## src/sprite_pkg.sv

```systemverilog
package sprite_pkg;

	// --------------------------------------------------
	// sizes
	// --------------------------------------------------
	localparam int NUM_SPRITES = 16;	// sprites scanned per line
	localparam int SPR_IDX_W = 4;		// sprite number width
	localparam int ATTR_AW = 7;			// {sprite, reg index}
	localparam int LINE_AW = 9;			// 512 pixels per line buffer

	// attribute register index, low 3 bits of the attribute address
	localparam logic [2:0] R_XP = 3'd0;	// X[7:0]
	localparam logic [2:0] R_XS = 3'd1;	// X[8], width in words
	localparam logic [2:0] R_YP = 3'd2;	// Y[7:0]
	localparam logic [2:0] R_YS = 3'd3;	// Y[8], height / 4
	localparam logic [2:0] R_CR = 3'd4;	// palette bank, colour mode
	localparam logic [2:0] R_AL = 3'd5;	// ADR[7:0]
	localparam logic [2:0] R_AM = 3'd6;	// flips, ADR[13:8]
	localparam logic [2:0] R_AH = 3'd7;	// ADR[20:14]

	typedef enum logic [1:0] {
		CRES_OFF = 2'd0,
		CRES_4C  = 2'd1,
		CRES_16C = 2'd2,
		CRES_TC  = 2'd3
	} cres_e;

	// one memory word, pixel 0 always in the top field
	typedef union packed {
		logic [0:7][1:0] c4;	// 4-colour indices
		logic [0:3][3:0] c16;	// 16-colour indices
		logic [0:1][7:0] tc;	// true colour, bit 6 = transparent
	} pix_word_u;

	typedef struct packed {
		logic       we;
		logic       sel;	// 0 attributes, 1 palette
		logic [7:0] addr;
		logic [7:0] data;
	} host_wr_t;

	// render write request towards the line buffer
	typedef struct packed {
		logic               valid;
		logic               direct;	// value is a true-colour byte
		logic [LINE_AW-1:0] addr;
		logic [7:0]         value;	// palette address or tc byte
	} slw_t;

endpackage

```

## src/sprite_attr_file.sv

```systemverilog
`timescale 1ns/1ps

module sprite_attr_file (
	input  logic                         clk,
	input  sprite_pkg::host_wr_t         host,
	input  logic [sprite_pkg::ATTR_AW-1:0] ra,
	output logic [7:0]                   rd
);
	import sprite_pkg::*;

	logic [7:0] mem [1 << ATTR_AW];	// 16 sprites x 8 regs
	logic       host_we;

	assign host_we = host.we && !host.sel;

	// all sprites come up with mode off
	initial
	begin
		for (int i = 0; i < (1 << ATTR_AW); i++)
			mem[i] = '0;
	end

	always_ff @(posedge clk)
	begin
		if (host_we)
			mem[host.addr[ATTR_AW-1:0]] <= host.data;	// host side
		rd <= mem[ra];	// fetch side, one cycle latency
	end

	// host software must stay inside the sprite table
	a_host_addr: assert property (@(posedge clk)
		host_we |-> (host.addr < 8'(1 << ATTR_AW)));

endmodule

```

## config.mk

```make
export PLATFORM = sky130hd
export DESIGN_NAME = sprite_attr_file
export DESIGN_NICKNAME = d
export VERILOG_FILES = /design/src/sprite_pkg.sv /design/src/sprite_attr_file.sv
export SDC_FILE = /design/constraint.sdc
export NUM_CORES = 1
export LEC_CHECK = 0
export BUFFER_PORTS_ARGS = -buffer_cell sky130_fd_sc_hd__buf_2
export CORE_MARGIN = 5
export CORE_UTILIZATION = 55
export CTS_CLUSTER_DIAMETER = 30
export DETAILED_ROUTE_END_ITERATION = 10
export PLACE_DENSITY_LB_ADDON = 0.1
export SLEW_MARGIN = 10
export SYNTH_ARGS = -nofsm -noshare
export SYNTH_HDL_FRONTEND = slang
export SYNTH_SLANG_ARGS = --single-unit
```

## constraint.sdc

```tcl
create_clock -name clk -period 8.7 [get_ports clk]
set_input_delay 0.87 -clock clk [delete_from_list [all_inputs] [get_ports clk]]
set_output_delay 0.87 -clock clk [all_outputs]
set_load 0.005 [all_outputs]
```

==> impl_metrics.tcl <==
set metrics [dict create \
    post_cts_resized 0 \
    hp-class "in2reg" \
    fin_setup_tns_ps 0 \
    cts_num_sinks 1032 \
    required_ps 9290 \
    path_class "in2reg" \
    die-area_sq_um 77600 \
    die_w_um 279 \
    layout_commonest_cell "edfxtp_1" \
    leakagePower_uw 0.0147 \
    crit_path_max_fanout 81 \
    ys_types 19 \
    postCtsHoldBufs 0 \
    cts_setup_buffers 0 \
    wl_met3_um 6160 \
    cts_made_buffers 170 \
    grt_max_degree 156 \
    peakVddDrop_mv 0.198 \
    cts_buffer_depth 3 \
    grt_pass1_vias 18500 \
    synth_area_sq_um 39700 \
    skew_ps 22.5 \
    synth.net_count 1659 \
    mostFrequentLayoutCells "1,024 x edfxtp_1, 336 x mux4_2, 172 x clkbuf_16, 131 x nor2_1, 24 x clkinv_2" \
    crit_top_cell "mux4_2" \
    wl_per_cell_um 29.9 \
    via_per_inst 6.17 \
    cts-root-buf "clkbuf_16" \
    critPathMaxStageDelay_ps 680 \
    endpoint_kind "flop" \
    fin_crit_sh 0.443 \
    num-nets-final 1792 \
    r2r-start "mem[79][7]" \
    remaining_drc_errors 0 \
    fin_cells 2860 \
    worst_slew_pin_slew_ps 1020 \
    nFillCells 4570 \
    maxSlewHeadroom 0.321 \
    grt_util_all_layers 0.226 \
    r2r_slack_ps 6220 \
    core_area_sq_um 71500 \
    holdCritStartpoint "ra[5]" \
    placed_cells 2544 \
    antenna_left 0 \
    worstSetupEndpoint "rd[7]" \
    r2r_cells 4 \
    maxCapViolCount 0 \
    diodes 0 \
    clk_pin_slew_ps 50 \
    drv_slew 0 \
    first_iter_violations 1755 \
    synthCells 1633 \
    antenna_found_initial 3 \
    rsz0062_at_grt "no" \
    arrival_ps 4450 \
    yosys_warnings 0 \
    hpwlAfterDp_um 49000 \
    setup-violations-final 0 \
    min_period_ps 3860 \
    grt_pass1_wl_um 126000 \
    pin_count 34 \
    run_status "finished, final reports clean" \
    die_h_um 279 \
    critical-path-top-delay-family "multiplexers" \
    cts_tree "yes" \
    drt_wl_total_um 85700 \
    num_rows 98 \
    r2r_end "rd[7]" \
    htreeDepth 4 \
    syn-mean-instance-area_sq_um 24.3 \
    startpoint "ra[0]" \
    syn_to_final_growth_pct 17.7 \
    worstPathCellList "buf_8 -> buf_12 -> mux4_2 -> mux4_2 -> mux4_2 -> mux2_2" \
    drt-met1-wl_um 35800 \
    hold_viol 0 \
    ys_seq_area_frac 0.779 \
    drive_gt1_frac 0.358 \
    dr_total_vias 17642 \
    crit_slowest_cell "buf_8" \
    crit_buf_inv 2 \
    ys_seq_elements 1032 \
    max_freq_mhz 259 \
    gp_congestion 0.759 \
    clk_latency_ps 730 \
    port_buffers 32 \
    path_depth 6 \
    initial_utilization 0.555 \
    cp-start-kind "input pin" \
    powerDensity_nw_per_um2 272 \
    top_layer "met4" \
    drt_first_pass_iters 7 \
    grt_overflow 0 \
    wl_met2_um 41500 \
]
worst min-delay path by stage:
| stage | endpoint | slack, ps | cells after the start |
|---|---|---|---|
| detailed placement | rd[4] | 1140 | 4 |
| CTS | rd[7] | 520 | 2 |
| global placement | rd[4] | 1120 | 4 |
| floorplan | mem[0][0] | 970 | 0 |
| finish | rd[7] | 560 | 2 |
| global route | rd[7] | 540 | 2 |
state kept, by name, summed over array words and instances (netlist names):
name	flops
mem	1024
rd	8
cell usage after synthesis:
cell      count  area share
nor2_1      131       0.012
inv_1         1    0.000095
or3_1         1     0.00016
nand2b_1      1     0.00016
nand4_1       3     0.00047
buf_6         1     0.00028
dfxtp_1       8      0.0040
nand3b_1      4     0.00076
mux4_2      336        0.19
nor2b_1       5     0.00079
buf_4        13      0.0025
buf_1        15      0.0014
nand3_1       9      0.0011
mux2_2        8      0.0023
buf_2        13      0.0016
edfxtp_1   1024        0.77
nand2_1       9     0.00085
clkbuf_1     46      0.0044
or3b_2        5      0.0011
metrics by stage:
step	power, uW	setup slack (ps)	hold slack, ps	utilization	cell area [sq um]
floorplan	5860	5330	969	-	39700
global route	13100	4630	542	0.654	46700
CTS	12800	4850	519	0.654	46700
detailed placement	6080	4070	1140	0.571	40800
global placement	6070	4040	1120	0.571	40800
finish	12700	4840	562	0.654	46700
power by group:
part           internal (uW)  switching [uW]  total, uW
registers               5490            3.73       5500
clock network           4370            2390       6760
logic                    195             283        478
kinds of logic (layout without fill, tap and decap cells):
group,after synthesis,in the layout,share of synthesized area
DFF,1032,1032,0.779
and+or+nand+nor,168,168,0.0178
buffers and inverters,89,366,0.0102
muxes,344,344,0.193
area by class of cell:
type                       count  area (sq um)  share of cell area
clock buffer                 192          4390              0.0939
clock inverter               124          1490              0.0320
inverter                       1          3.75           0.0000803
multi-input combinational    512          8370               0.179
sequential                  1032         30900               0.662
tap                          950          1190              0.0254
timing repair buffer          49           368             0.00787
per-layer routing:
metal / global-route usage / up-vias
met5: 0 / -
li1: - / 7391
met4: 0.0730 / 0
met3: 0.0538 / 122
met2: 0.346 / 659
met1: 0.330 / 9470
(Power assumes the default switching activity.)
