[src/sprite_pkg.sv]
package sprite_pkg;

	// --------------------------------------------------
	// sizes
	// --------------------------------------------------
	localparam int NUM_SPRITES = 16;	// sprites scanned per line
	localparam int SPR_IDX_W = 4;		// sprite number width
	localparam int ATTR_AW = 7;			// {sprite, reg index}
	localparam int LINE_AW = 9;			// 512 pixels per line buffer

	// attribute register index, low 3 bits of the attribute address
	localparam logic [2:0] R_XP = 3'd0;	// X[7:0]
	localparam logic [2:0] R_XS = 3'd1;	// X[8], width in words
	localparam logic [2:0] R_YP = 3'd2;	// Y[7:0]
	localparam logic [2:0] R_YS = 3'd3;	// Y[8], height / 4
	localparam logic [2:0] R_CR = 3'd4;	// palette bank, colour mode
	localparam logic [2:0] R_AL = 3'd5;	// ADR[7:0]
	localparam logic [2:0] R_AM = 3'd6;	// flips, ADR[13:8]
	localparam logic [2:0] R_AH = 3'd7;	// ADR[20:14]

	typedef enum logic [1:0] {
		CRES_OFF = 2'd0,
		CRES_4C  = 2'd1,
		CRES_16C = 2'd2,
		CRES_TC  = 2'd3
	} cres_e;

	// one memory word, pixel 0 always in the top field
	typedef union packed {
		logic [0:7][1:0] c4;	// 4-colour indices
		logic [0:3][3:0] c16;	// 16-colour indices
		logic [0:1][7:0] tc;	// true colour, bit 6 = transparent
	} pix_word_u;

	typedef struct packed {
		logic       we;
		logic       sel;	// 0 attributes, 1 palette
		logic [7:0] addr;
		logic [7:0] data;
	} host_wr_t;

	// render write request towards the line buffer
	typedef struct packed {
		logic               valid;
		logic               direct;	// value is a true-colour byte
		logic [LINE_AW-1:0] addr;
		logic [7:0]         value;	// palette address or tc byte
	} slw_t;

endpackage

[src/sprite_palette.sv]
`timescale 1ns/1ps

module sprite_palette (
	input  logic                 clk,
	input  sprite_pkg::host_wr_t host,
	input  logic [7:0]           ra,
	output logic [7:0]           rd
);

	// 64 banks of 4 entries
	// bit 6 = transparent, bits 5..0 = colour
	logic [7:0] mem [256];
	logic       host_we;

	assign host_we = host.we && host.sel;

	// host write port
	always_ff @(posedge clk)
	begin
		if (host_we)
			mem[host.addr] <= host.data;
	end

	// lookup for the line buffer, registered
	always_ff @(posedge clk)
	begin
		rd <= mem[ra];
	end

endmodule

[config.mk]
export PLATFORM = sky130hd
export DESIGN_NAME = sprite_palette
export DESIGN_NICKNAME = d
export VERILOG_FILES = /design/src/sprite_pkg.sv /design/src/sprite_palette.sv
export SDC_FILE = /design/constraint.sdc
export NUM_CORES = 2
export LEC_CHECK = 0
export ABC_CLOCK_PERIOD_IN_PS = 3100
export BUFFER_PORTS_ARGS = -buffer_cell sky130_fd_sc_hd__buf_2
export CAP_MARGIN = 20
export CELL_PAD_IN_SITES_DETAIL_PLACEMENT = 1
export CELL_PAD_IN_SITES_GLOBAL_PLACEMENT = 2
export CORE_UTILIZATION = 51
export DETAILED_ROUTE_END_ITERATION = 10
export GPL_TIMING_DRIVEN = 0
export PLACE_DENSITY_LB_ADDON = 0.1
export SYNTH_ARGS = -nofsm -noshare
export SYNTH_HDL_FRONTEND = slang
export SYNTH_SLANG_ARGS = --single-unit
[constraint.sdc]
create_clock -name clk -period 3.1 [get_ports clk]
set_input_delay 0.775 -clock clk [delete_from_list [all_inputs] [get_ports clk]]
set_output_delay 0.775 -clock clk [all_outputs]
set_load 0.02 [all_outputs]
==> results.yml <==
sta:
  rsz0062_at_grt: "true"
  setup_viol_count_final: 274
  drv_slew: 0
  layout_setup_ws_ns: -0.276
  fin_crit_sh_pct: 109
  fin_skew_ns: 0.0226
  post-route-min-period_ns: 3.38
  max_freq_mhz: 296
  final_hold_viol_count: 0
  hold_slack_ns: 0.170
  worstMarginPinSlew_ns: 1.28
  maxSlewHeadroom_pct: 14.7
yosys:
  synth_edf_count: 2048
  seq_area_frac_synth_pct: 77.2
  synth_top_area_share_pct: 77.0
  ys_seq_elements: 2056
  synth.largest_area_cell: "edfxtp_1"
  post_synth_most_frequent_cells: "edfxtp_1, mux4_2, nor2_1"
  synth_ff_type: "edfxtp_1"
  synth_area_mm2: 0.0799
  yosysMostFrequentCell: "edfxtp_1"
  ys_warn_count: 0
  syn_inst: 3762
  syn_nets: 3789
  ys_types: 64
  ys_async_sr_fraction_pct: 0
  synth.area.top_cells: "edfxtp_1, mux4_2, mux2i_1, mux4_1, nor2_1"
  syn_avg_cell_area_um2: 21.2
run_status:
  violations: "setup timing"
  status: "finished, violations left"
pwr:
  seq_power_share_pct: 52.4
  p_leak_nw: 28.3
  finalPower_w: 0.0585
  p_int_w: 0.0453
  switchingPower_w: 0.0132
  swShare_pct: 22.5
  powerDensity_mw_per_mm2: 642
  clockPowerShare_pct: 41.3
  p_comb_share_pct: 6.3
  ir_drop_mv: 0.740
critical_path:
  critPathCaptureType: "flip-flop"
  reg2regPathDepth: 6
  cp.arrival_ns: 4.05
  worstSetupEndpoint: "rd[7]"
  r2r_end: "rd[1]"
  r2r_setup_slack_ns: 0.49
  crit_path_start: "ra[0]"
  cp_max_fo: 10
  start_kind: "input pin"
  r2r-start: "mem[81][1]"
  critical_path_class: "input pin to flip-flop"
  cp_data_required_time_ns: 3.77
floorplanning:
  die_w_um: 398
  io_pins: 35
  start_util_pct: 51.6
  rows: 144
  die_height_um: 398
  dieArea_mm2: 0.158
  core_area_mm2: 0.155
routing:
  ant_nets: 0
  viasPerCell: 6.85
  dr.pass1.iters: 5
  wire_per_inst_um: 43.6
  route.detailed.drc: 0
  via_count: 42940
  drtIter0Drc: 7061
  wl_um: 273000
placed_design:
  dp.cells: 5874
  place_hpwl_um: 182000
  portBuffers: 27
  gp_congestion: 0.937
worst_hold_path:
  min_path_cells: 1
  hp-class: "input pin to flip-flop"
cells_and_area:
  syn_to_final_growth_pct: 14.2
  nets: 4078
  drive_gt1_share_pct: 27.4
  nFillCells: 12853
  finalNonFillerCells: 6270
clocking:
  cts-htree-levels: 4
  clkLatencyLatePin_ns: 0.83
  clk_pin_slew_ns: 0.06
  root_buffer: "clkbuf_16"
  ctsHoldBuffers: 0
  cts_tree: "done"
  cts.sinks: 2056
  cts_buffer_depth: 3
  cts_buffers: 208
global_routing:
  grt_pass1_vias: 42341
  grt_usage_pct: 34.8
  antenna_found_initial: 18
  grt_overflow: 0
  grt_pass1_wl_um: 365000
  grt_max_degree: 148
run:
  max_cap_viol_count: 0
-- cells in the final DEF, fill, tap and decap left out, types with 27 or more instances in the layout --
master	instances
mux2i_1	153
mux4_1	45
edfxtp_1	2048
o22ai_1	40
nor2_2	132
buf_2	51
buf_4	48
o221ai_1	37
a22oi_1	134
buf_6	36
nand3_1	27
mux4_2	397
clkinv_1	53
a21oi_1	71
nand2_1	48
nor2_1	134
clkbuf_2	29
clkbuf_16	211
clkbuf_1	108
buf_8	34
-- power groups by stage --
stage                     Combinational (W)  Clock, W  Sequential [W]
after CTS                           0.00356    0.0243          0.0306
final                               0.00369    0.0242          0.0306
after global routing                0.00372    0.0251          0.0306
after global placement              0.00328         0          0.0313
after floorplan                     0.00147         0          0.0312
after detailed placement            0.00344         0          0.0312
-- metal layers --
| metal | track usage, % | part of all wire [%] |
|---|---|---|
| met1 | 48.5 | 38 |
| met2 | 52.8 | 46 |
| met3 | 7.50 | 11 |
| met4 | 16.5 | 5.7 |
| met5 | 0 | 0.0044 |
-- what timing repair did --
action | 4_1_cts | 5_1_grt
resized for setup | 284 | 114
pin swaps | 6 | 7
setup endpoints to repair | 1065 | 732
hold endpoints to repair | 0 | 0
buffers inserted | 9 | 0
-- cell type report --
class                           instances  area (um^2)  share of cell area, %
Sequential cell                      2056        61700                   67.6
Multi-Input combinational cell       1470        17600                   19.3
Clock buffer                          272         5540                   6.07
Tap cell                             2044         2560                   2.80
Buffer                                230         1850                   2.03
Timing Repair Buffer                   83         1030                   1.13
Clock inverter                        103          872                  0.956
Antenna cell                           10         25.0                 0.0274
Inverter                                2         7.51                0.00823
-- cell families after synthesis --
| group | count (synthesis) | synth area share (%) |
|---|---|---|
| and+or+nand+nor | 478 | 2.66 |
| muxes | 595 | 14.6 |
| AOI/OAI and AO/OA | 397 | 3.55 |
| DFF | 2056 | 77.2 |
| buffers and inverters | 236 | 1.99 |
-- critical path, stage by stage --
cell and delay (ns):
buf_6 0.23, buf_8 0.32, buf_6 0.32, buf_8 0.35
mux4_2 0.54, a21oi_1 0.34, a21oi_1 0.33, nor4_2 0.58
nor4_2 0.16
-- flip-flops by register name, summed over array words and instances, names as in the netlist --
name	flops
mem	2048
rd	8
-- how the worst min path moves through the flow --
stage | start | to | slack [ns]
3_5_place_dp | host[4] | mem[106][4] | 0.99
5_1_grt | host[4] | mem[107][4] | 0.15
3_3_place_gp | mem[94][2] | rd[2] | 1.08
6_report | host[4] | mem[107][4] | 0.17
2_1_floorplan | mem[102][2] | rd[2] | 0.83
4_1_cts | host[4] | mem[106][4] | 0.13
-- metrics by stage --
stage / setup TNS [ns] / setup WS [ns] / util [%] / area, um^2
floorplan: 0 / 0.391 / - / 79900
global placement: -6121.95 / -2.86 / 53.3 / 82600
detailed placement: -1533.17 / -2.81 / 53.8 / 83300
CTS: -14.55 / -0.227 / 58.6 / 90700
global route: -13.68 / -0.148 / 58.9 / 91200
finish: -24.86 / -0.276 / 58.9 / 91200
Power figures use the tool's default switching activity.
