===== config.mk =====
export PLATFORM = sky130hd
export DESIGN_NAME = sprite_fetch
export DESIGN_NICKNAME = d
export VERILOG_FILES = /design/src/sprite_pkg.sv /design/src/sprite_fetch.sv
export SDC_FILE = /design/constraint.sdc
export NUM_CORES = 1
export LEC_CHECK = 0
export BUFFER_PORTS_ARGS = -buffer_cell sky130_fd_sc_hd__buf_2
export CORE_AREA = 2 2 174 176
export CTS_CLUSTER_DIAMETER = 120
export DETAILED_ROUTE_END_ITERATION = 12
export DIE_AREA = 0 0 176 178
export PLACE_DENSITY = 0.54
export SYNTH_ARGS = -nofsm -noshare
export SYNTH_HDL_FRONTEND = slang
export SYNTH_SLANG_ARGS = --single-unit

===== constraint.sdc =====
create_clock -name clk -period 6.3 [get_ports clk]
set_input_delay 0.63 -clock clk [delete_from_list [all_inputs] [get_ports clk]]
set_output_delay 0.63 -clock clk [all_outputs]
set_load 0.1 [all_outputs]

===== src/sprite_pkg.sv =====
package sprite_pkg;

	// --------------------------------------------------
	// sizes
	// --------------------------------------------------
	localparam int NUM_SPRITES = 16;	// sprites scanned per line
	localparam int SPR_IDX_W = 4;		// sprite number width
	localparam int ATTR_AW = 7;			// {sprite, reg index}
	localparam int LINE_AW = 9;			// 512 pixels per line buffer

	// attribute register index, low 3 bits of the attribute address
	localparam logic [2:0] R_XP = 3'd0;	// X[7:0]
	localparam logic [2:0] R_XS = 3'd1;	// X[8], width in words
	localparam logic [2:0] R_YP = 3'd2;	// Y[7:0]
	localparam logic [2:0] R_YS = 3'd3;	// Y[8], height / 4
	localparam logic [2:0] R_CR = 3'd4;	// palette bank, colour mode
	localparam logic [2:0] R_AL = 3'd5;	// ADR[7:0]
	localparam logic [2:0] R_AM = 3'd6;	// flips, ADR[13:8]
	localparam logic [2:0] R_AH = 3'd7;	// ADR[20:14]

	typedef enum logic [1:0] {
		CRES_OFF = 2'd0,
		CRES_4C  = 2'd1,
		CRES_16C = 2'd2,
		CRES_TC  = 2'd3
	} cres_e;

	// one memory word, pixel 0 always in the top field
	typedef union packed {
		logic [0:7][1:0] c4;	// 4-colour indices
		logic [0:3][3:0] c16;	// 16-colour indices
		logic [0:1][7:0] tc;	// true colour, bit 6 = transparent
	} pix_word_u;

	typedef struct packed {
		logic       we;
		logic       sel;	// 0 attributes, 1 palette
		logic [7:0] addr;
		logic [7:0] data;
	} host_wr_t;

	// render write request towards the line buffer
	typedef struct packed {
		logic               valid;
		logic               direct;	// value is a true-colour byte
		logic [LINE_AW-1:0] addr;
		logic [7:0]         value;	// palette address or tc byte
	} slw_t;

endpackage


===== src/sprite_fetch.sv =====
`timescale 1ns/1ps

module sprite_fetch (
	input  logic                           clk,
	input  logic                           line_start,
	input  logic [8:0]                     vline,
	output logic [sprite_pkg::ATTR_AW-1:0] attr_ra,
	input  logic [7:0]                     attr_rd,
	output logic [20:0]                    spu_addr,
	output logic                           spu_req,
	input  logic [15:0]                    spu_data,
	input  logic                           spu_strobe,
	output sprite_pkg::slw_t               slw,
	output logic                           line_busy
);
	import sprite_pkg::*;

	// attr_rd in each state holds the register asked for two states back
	typedef enum logic [3:0] {
		S_START, S_CR, S_AM, S_YP, S_YS, S_VIS, S_XS,
		S_AL, S_AH, S_XP, S_FETCH, S_PIX, S_DONE
	} state_e;

	state_e state;
	logic [SPR_IDX_W-1:0] num;	// current sprite
	logic [2:0] sa;				// register index being read
	logic [6:0] wcnt;			// words left on this line

	cres_e      cres;
	logic [5:0] bank;			// palette bank
	logic       flipx, flipy;
	logic [7:0] yp_lo;
	logic [8:0] lofs;			// line inside the sprite
	logic       x8;
	logic [6:0] wid;			// width in words
	logic [20:0] adr_base;
	pix_word_u  wbuf;			// word being drawn
	logic [2:0] pcnt;			// pixel inside the word
	logic [8:0] xpos;			// line buffer address

	logic [8:0] ypc;
	logic [9:0] yend;
	logic       vis;
	logic [8:0] lofs_c;
	logic [9:0] pix_w;
	logic [8:0] xstart;
	logic [2:0] plast;
	logic       pix_last;
	logic       last_spr;
	logic       spr_end;

	assign attr_ra = {num, sa};

	// --------------------------------------------------
	// visibility and geometry
	// --------------------------------------------------
	assign ypc  = {attr_rd[7], yp_lo};	// valid in S_VIS
	assign yend = {1'b0, ypc} + {1'b0, attr_rd[6:0], 2'b00};
	assign vis  = (vline >= ypc) && ({1'b0, vline} < yend);
	assign lofs_c = flipy ? 9'(yend - 10'd1 - {1'b0, vline}) : (vline - ypc);

	always_comb
	begin
		case (cres)
			CRES_TC:  pix_w = {2'b00, wid, 1'b0};	// 2 px per word
			CRES_16C: pix_w = {1'b0, wid, 2'b00};	// 4 px
			default:  pix_w = {wid, 3'b000};		// 8 px
		endcase
	end

	// flipped sprites are drawn right to left
	assign xstart = flipx ? 9'({x8, attr_rd} + pix_w - 10'd1) : {x8, attr_rd};

	assign plast = (cres == CRES_4C) ? 3'd7 : ((cres == CRES_16C) ? 3'd3 : 3'd1);
	assign pix_last = (pcnt == plast);
	assign last_spr = (num == SPR_IDX_W'(NUM_SPRITES - 1));

	// off, invisible, or last pixel of last word
	assign spr_end = ((state == S_AM) && (cres_e'(attr_rd[1:0]) == CRES_OFF))
		|| ((state == S_VIS) && !vis)
		|| ((state == S_PIX) && pix_last && (wcnt == 7'd1));

	// --------------------------------------------------
	// control
	// --------------------------------------------------
	always_ff @(posedge clk or posedge line_start)
	begin
		if (line_start)
		begin
			state     <= S_START;
			num       <= '0;
			sa        <= R_CR;
			wcnt      <= '0;
			spu_req   <= 1'b0;
			line_busy <= 1'b0;
		end
		else
		begin
			case (state)
				S_START:
				begin
					line_busy <= 1'b1;
					state     <= S_CR;
				end
				S_CR:
				begin
					sa    <= R_AM;	// cr on the way
					state <= S_AM;
				end
				S_AM:
				begin
					sa    <= R_YP;
					state <= S_YP;
				end
				S_YP:
				begin
					sa    <= R_YS;
					state <= S_YS;
				end
				S_YS:
				begin
					sa    <= R_XS;
					state <= S_VIS;
				end
				S_VIS:
				begin
					sa    <= R_AL;
					state <= S_XS;
				end
				S_XS:
				begin
					sa    <= R_AH;
					state <= S_AL;
				end
				S_AL:
				begin
					sa    <= R_XP;
					state <= S_AH;
				end
				S_AH: state <= S_XP;
				S_XP:
				begin
					wcnt    <= wid;
					spu_req <= 1'b1;	// first word of the line
					state   <= S_FETCH;
				end
				S_FETCH:
				begin
					if (spu_strobe)
					begin
						spu_req <= 1'b0;
						state   <= S_PIX;
					end
				end
				S_PIX:
				begin
					if (pix_last && (wcnt != 7'd1))
					begin
						wcnt    <= wcnt - 7'd1;
						spu_req <= 1'b1;	// next word
						state   <= S_FETCH;
					end
				end
				S_DONE: state <= S_DONE;
				default: state <= S_DONE;
			endcase

			// sprite finished, move on
			if (spr_end)
			begin
				sa <= R_CR;
				if (last_spr)
				begin
					line_busy <= 1'b0;
					state     <= S_DONE;
				end
				else
				begin
					num   <= num + 1'b1;
					state <= S_CR;
				end
			end
		end
	end

	// --------------------------------------------------
	// datapath
	// --------------------------------------------------
	always_ff @(posedge clk)
	begin
		case (state)
			S_AM:
			begin
				cres <= cres_e'(attr_rd[1:0]);
				bank <= attr_rd[7:2];
			end
			S_YP:
			begin
				adr_base[13:8] <= attr_rd[5:0];
				flipx <= attr_rd[6];
				flipy <= attr_rd[7];
			end
			S_YS: yp_lo <= attr_rd;
			S_VIS: lofs <= lofs_c;
			S_XS:
			begin
				x8  <= attr_rd[7];
				wid <= attr_rd[6:0];
			end
			S_AL: adr_base[7:0] <= attr_rd;
			S_AH: adr_base[20:14] <= attr_rd[6:0];
			S_XP:
			begin
				spu_addr <= adr_base + 21'(lofs) * 21'(wid);	// row start
				xpos     <= xstart;
			end
			S_FETCH:
			begin
				if (spu_strobe)
				begin
					wbuf <= spu_data;
					pcnt <= '0;
				end
			end
			S_PIX:
			begin
				pcnt <= pcnt + 3'd1;
				xpos <= flipx ? (xpos - 9'd1) : (xpos + 9'd1);
				if (pix_last)
					spu_addr <= spu_addr + 21'd1;
			end
			default: begin end
		endcase
	end

	// one write request per pixel
	always_comb
	begin
		slw        = '0;
		slw.valid  = (state == S_PIX);
		slw.direct = (cres == CRES_TC);
		slw.addr   = xpos;
		case (cres)
			CRES_4C:  slw.value = {bank, wbuf.c4[pcnt]};
			CRES_16C: slw.value = {bank[5:2], wbuf.c16[pcnt[1:0]]};	// index in low bits
			default:  slw.value = wbuf.tc[pcnt[0]];
		endcase
	end

	// one word in flight, memory must be idle when a request starts
	a_req_rise: assert property (@(posedge clk) disable iff (line_start)
		$rose(spu_req) |-> !spu_strobe);

	a_word_width: assert property (@(posedge clk) disable iff (line_start)
		$rose(spu_req) |-> (wcnt != '0));

endmodule


==> metrics.txt <==
Max-slew headroom=0.211; fin worst setup slack=1.19 ns; CTS root buffer=clkbuf_16; Final Util=0.402; number of global-route vias before repair=7802; critical path type=register to register; final-report max-slew violation count=0; Critical Path RT=6.47 ns; mux share of post-synthesis cell area=0.0384; most common cell in the netlist=inv_1; CP arrival=5.29 ns; Placed Instances=1501; Hold Crit Class=primary input to async pin; Post-synth EDFFs=105; diode count=0; leakage=5.11 nW; Post-CTS Resized=0; Die Footprint=31300 µm²; grt ovf=0; final hold vios=0; Tmin final=5.11 ns; final cell count without fillers=1533; boundary pin count=85; synthesized instance count=1053; Num CTS Buffers=17; Via Count=7781; Max Clk Rate=0.196 GHz; number of synthesis warnings=0; drt pass-1 iters=5; DRC marker count from the first detailed-route iteration=560; Synth Area in XOR/XNOR=0.0528; htree depth=4; CTS tree=built; layout cell share with drive strength beyond 1=0.129; initial antenna violation count=0; Netlist Area Pre-Place=10400 µm²; final WL=25900 µm; # Max-Cap Violations=0; largest family of logic cells by synthesized area=adder cells; ranking of synthesized cells by area=edfxtp_1, ha_1, fa_1, inv_1, dfrtp_1; Area Growth Syn to Fin=13.1%; Core Footprint=29400 µm²; GRT Overall Usage=0.172; clock sinks=125; Synth area leader=edfxtp_1; flop-to-flop setup slack=1.19 ns; Seq/Total Area, Yosys=0.350; share of the synthesized area in compound gates (AO/OA/AOI/OAI)=0.144; Least-Margin Pin Slew=1.18 ns; Synth Area per Inst=9.92 µm²; most frequent cells after synthesis=inv_1, edfxtp_1, ha_1; Yosys top cell area share=0.302; critical path endpoint category=register; PnR Total Power=4.87 mW; Post-DP Area=11300 µm²; Final ANT Viol Nets=0; Worst-Skew Late Latency=0.43 ns; Synth Area in Adders=0.219; post-DP HPWL=19300 µm; hold buffers post-CTS=0; Max FO, Critical Path=12; setup_tns=0 ns; via/cell ratio=5.08; Place WS=1.19 ns; drt drc=0; die height=178 µm; first-pass GRT wire length=41600 µm; PwrDens=412 nW/µm²; Die Wd=176 µm; final setup vio count=0; cell area after layout=11800 µm²; Initial Utilization=0.355; Seq cells post-synth=125; status=finished clean; period utilization=0.811; largest net degree at the start of global routing=55; Post-CTS Setup Bufs=0; Synth Net Count=1241; Synth Flop Type=edfxtp_1; synth unique cells=70; Setup Skew=0.0138 ns; port bufs=84; global placement routability congestion=0.862; RSZ-0062 raised after global routing=false; final-stage net count=1318; CP Launch Type=register; average wire per standard cell=16.9 µm; Synth Area in Simple Gates=0.128; Max IR drop VDD=0.000329 V; Clock transition at path regs=0.07 ns; Cell Rows=63; clk buf depth=2; Min Hold Slack=0.356 ns; async set-reset flop share out of synthesis=0.160
[registers in the layout, indices dropped and copies added, names as in the netlist, 6 cells and up]
signal / cells
adr_base: 21
spu_addr: 21
wbuf: 16
lofs: 9
xpos: 9
yp_lo: 8
wcnt: 7
wid: 7
bank: 6
[layer usage]
layer / global-route usage / part of all wire / wire length, µm
met3: 0.0309 / 0.042 / 1100
met5: 0 / 0 / 0
met2: 0.290 / 0.47 / 12200
met4: 0.0472 / 0.016 / 408
met1: 0.229 / 0.47 / 12200
[cell families after synthesis]
group | Yosys count
DFF | 125
adders and majority gates | 152
xor gates and xnor gates | 63
AOI/OAI and AO/OA | 229
buffers and inverters | 187
and+or+nand+nor | 268
muxes | 29
[cell type report]
class                      instances  area, µm²
clock inverter                    14        111
fill                            2938      17600
tap                              390        488
clock buffer                      18        429
timing repair buffer              88        450
inverter                         157        589
sequential                       125       3650
multi-input combinational        741       6100
[final timing paths]
check                                   from           end  cells past startpoint
max in group asynchronous         line_start       wcnt[3]                      2
worst max register to register        wid[6]  spu_addr[17]                     14
worst max-delay path                  wid[6]  spu_addr[17]                     14
min in group clk                spu_data[15]      wbuf[15]                      1
worst min-delay path              line_start        num[3]                      2
worst min register to register     line_busy     line_busy                      1
[cells in the final DEF (no fill, tap or decap), drive strengths merged, types with 7 or more instances in the layout]
cell type,n
mux2,9
a21o,11
buf,88
inv,161
nor2,55
a21oi,68
xor2,22
xnor2,41
fa,52
nand2b,9
nand2,69
mux4,8
clkbuf,18
nand4,9
o211ai,10
and2,42
o21ai,48
o21a,13
and3,7
mux2i,12
edfxtp,105
nor3,20
nor2b,9
ha,100
nand3,21
a22o,12
dfrtp,19
[power by group]
part           total, mW  internal [mW]  switching [mW]
clock              0.927          0.510           0.417
sequential          1.38           1.16           0.210
combinational       2.57          0.817            1.75
total               4.87           2.49            2.38
[worst max-delay path, stage by stage, from the launching register on]
cell	delay (ns)
edfxtp_1	0.55
and2_1	0.24
fa_1	0.50
fa_1	0.55
inv_1	0.05
fa_1	0.44
fa_1	0.52
inv_1	0.04
ha_1	0.37
a21o_1	0.22
a2111oi_0	0.71
nor2_1	0.14
o21a_1	0.18
o41ai_1	0.29
nor2_1	0.07
Power figures use the tool's default switching activity.
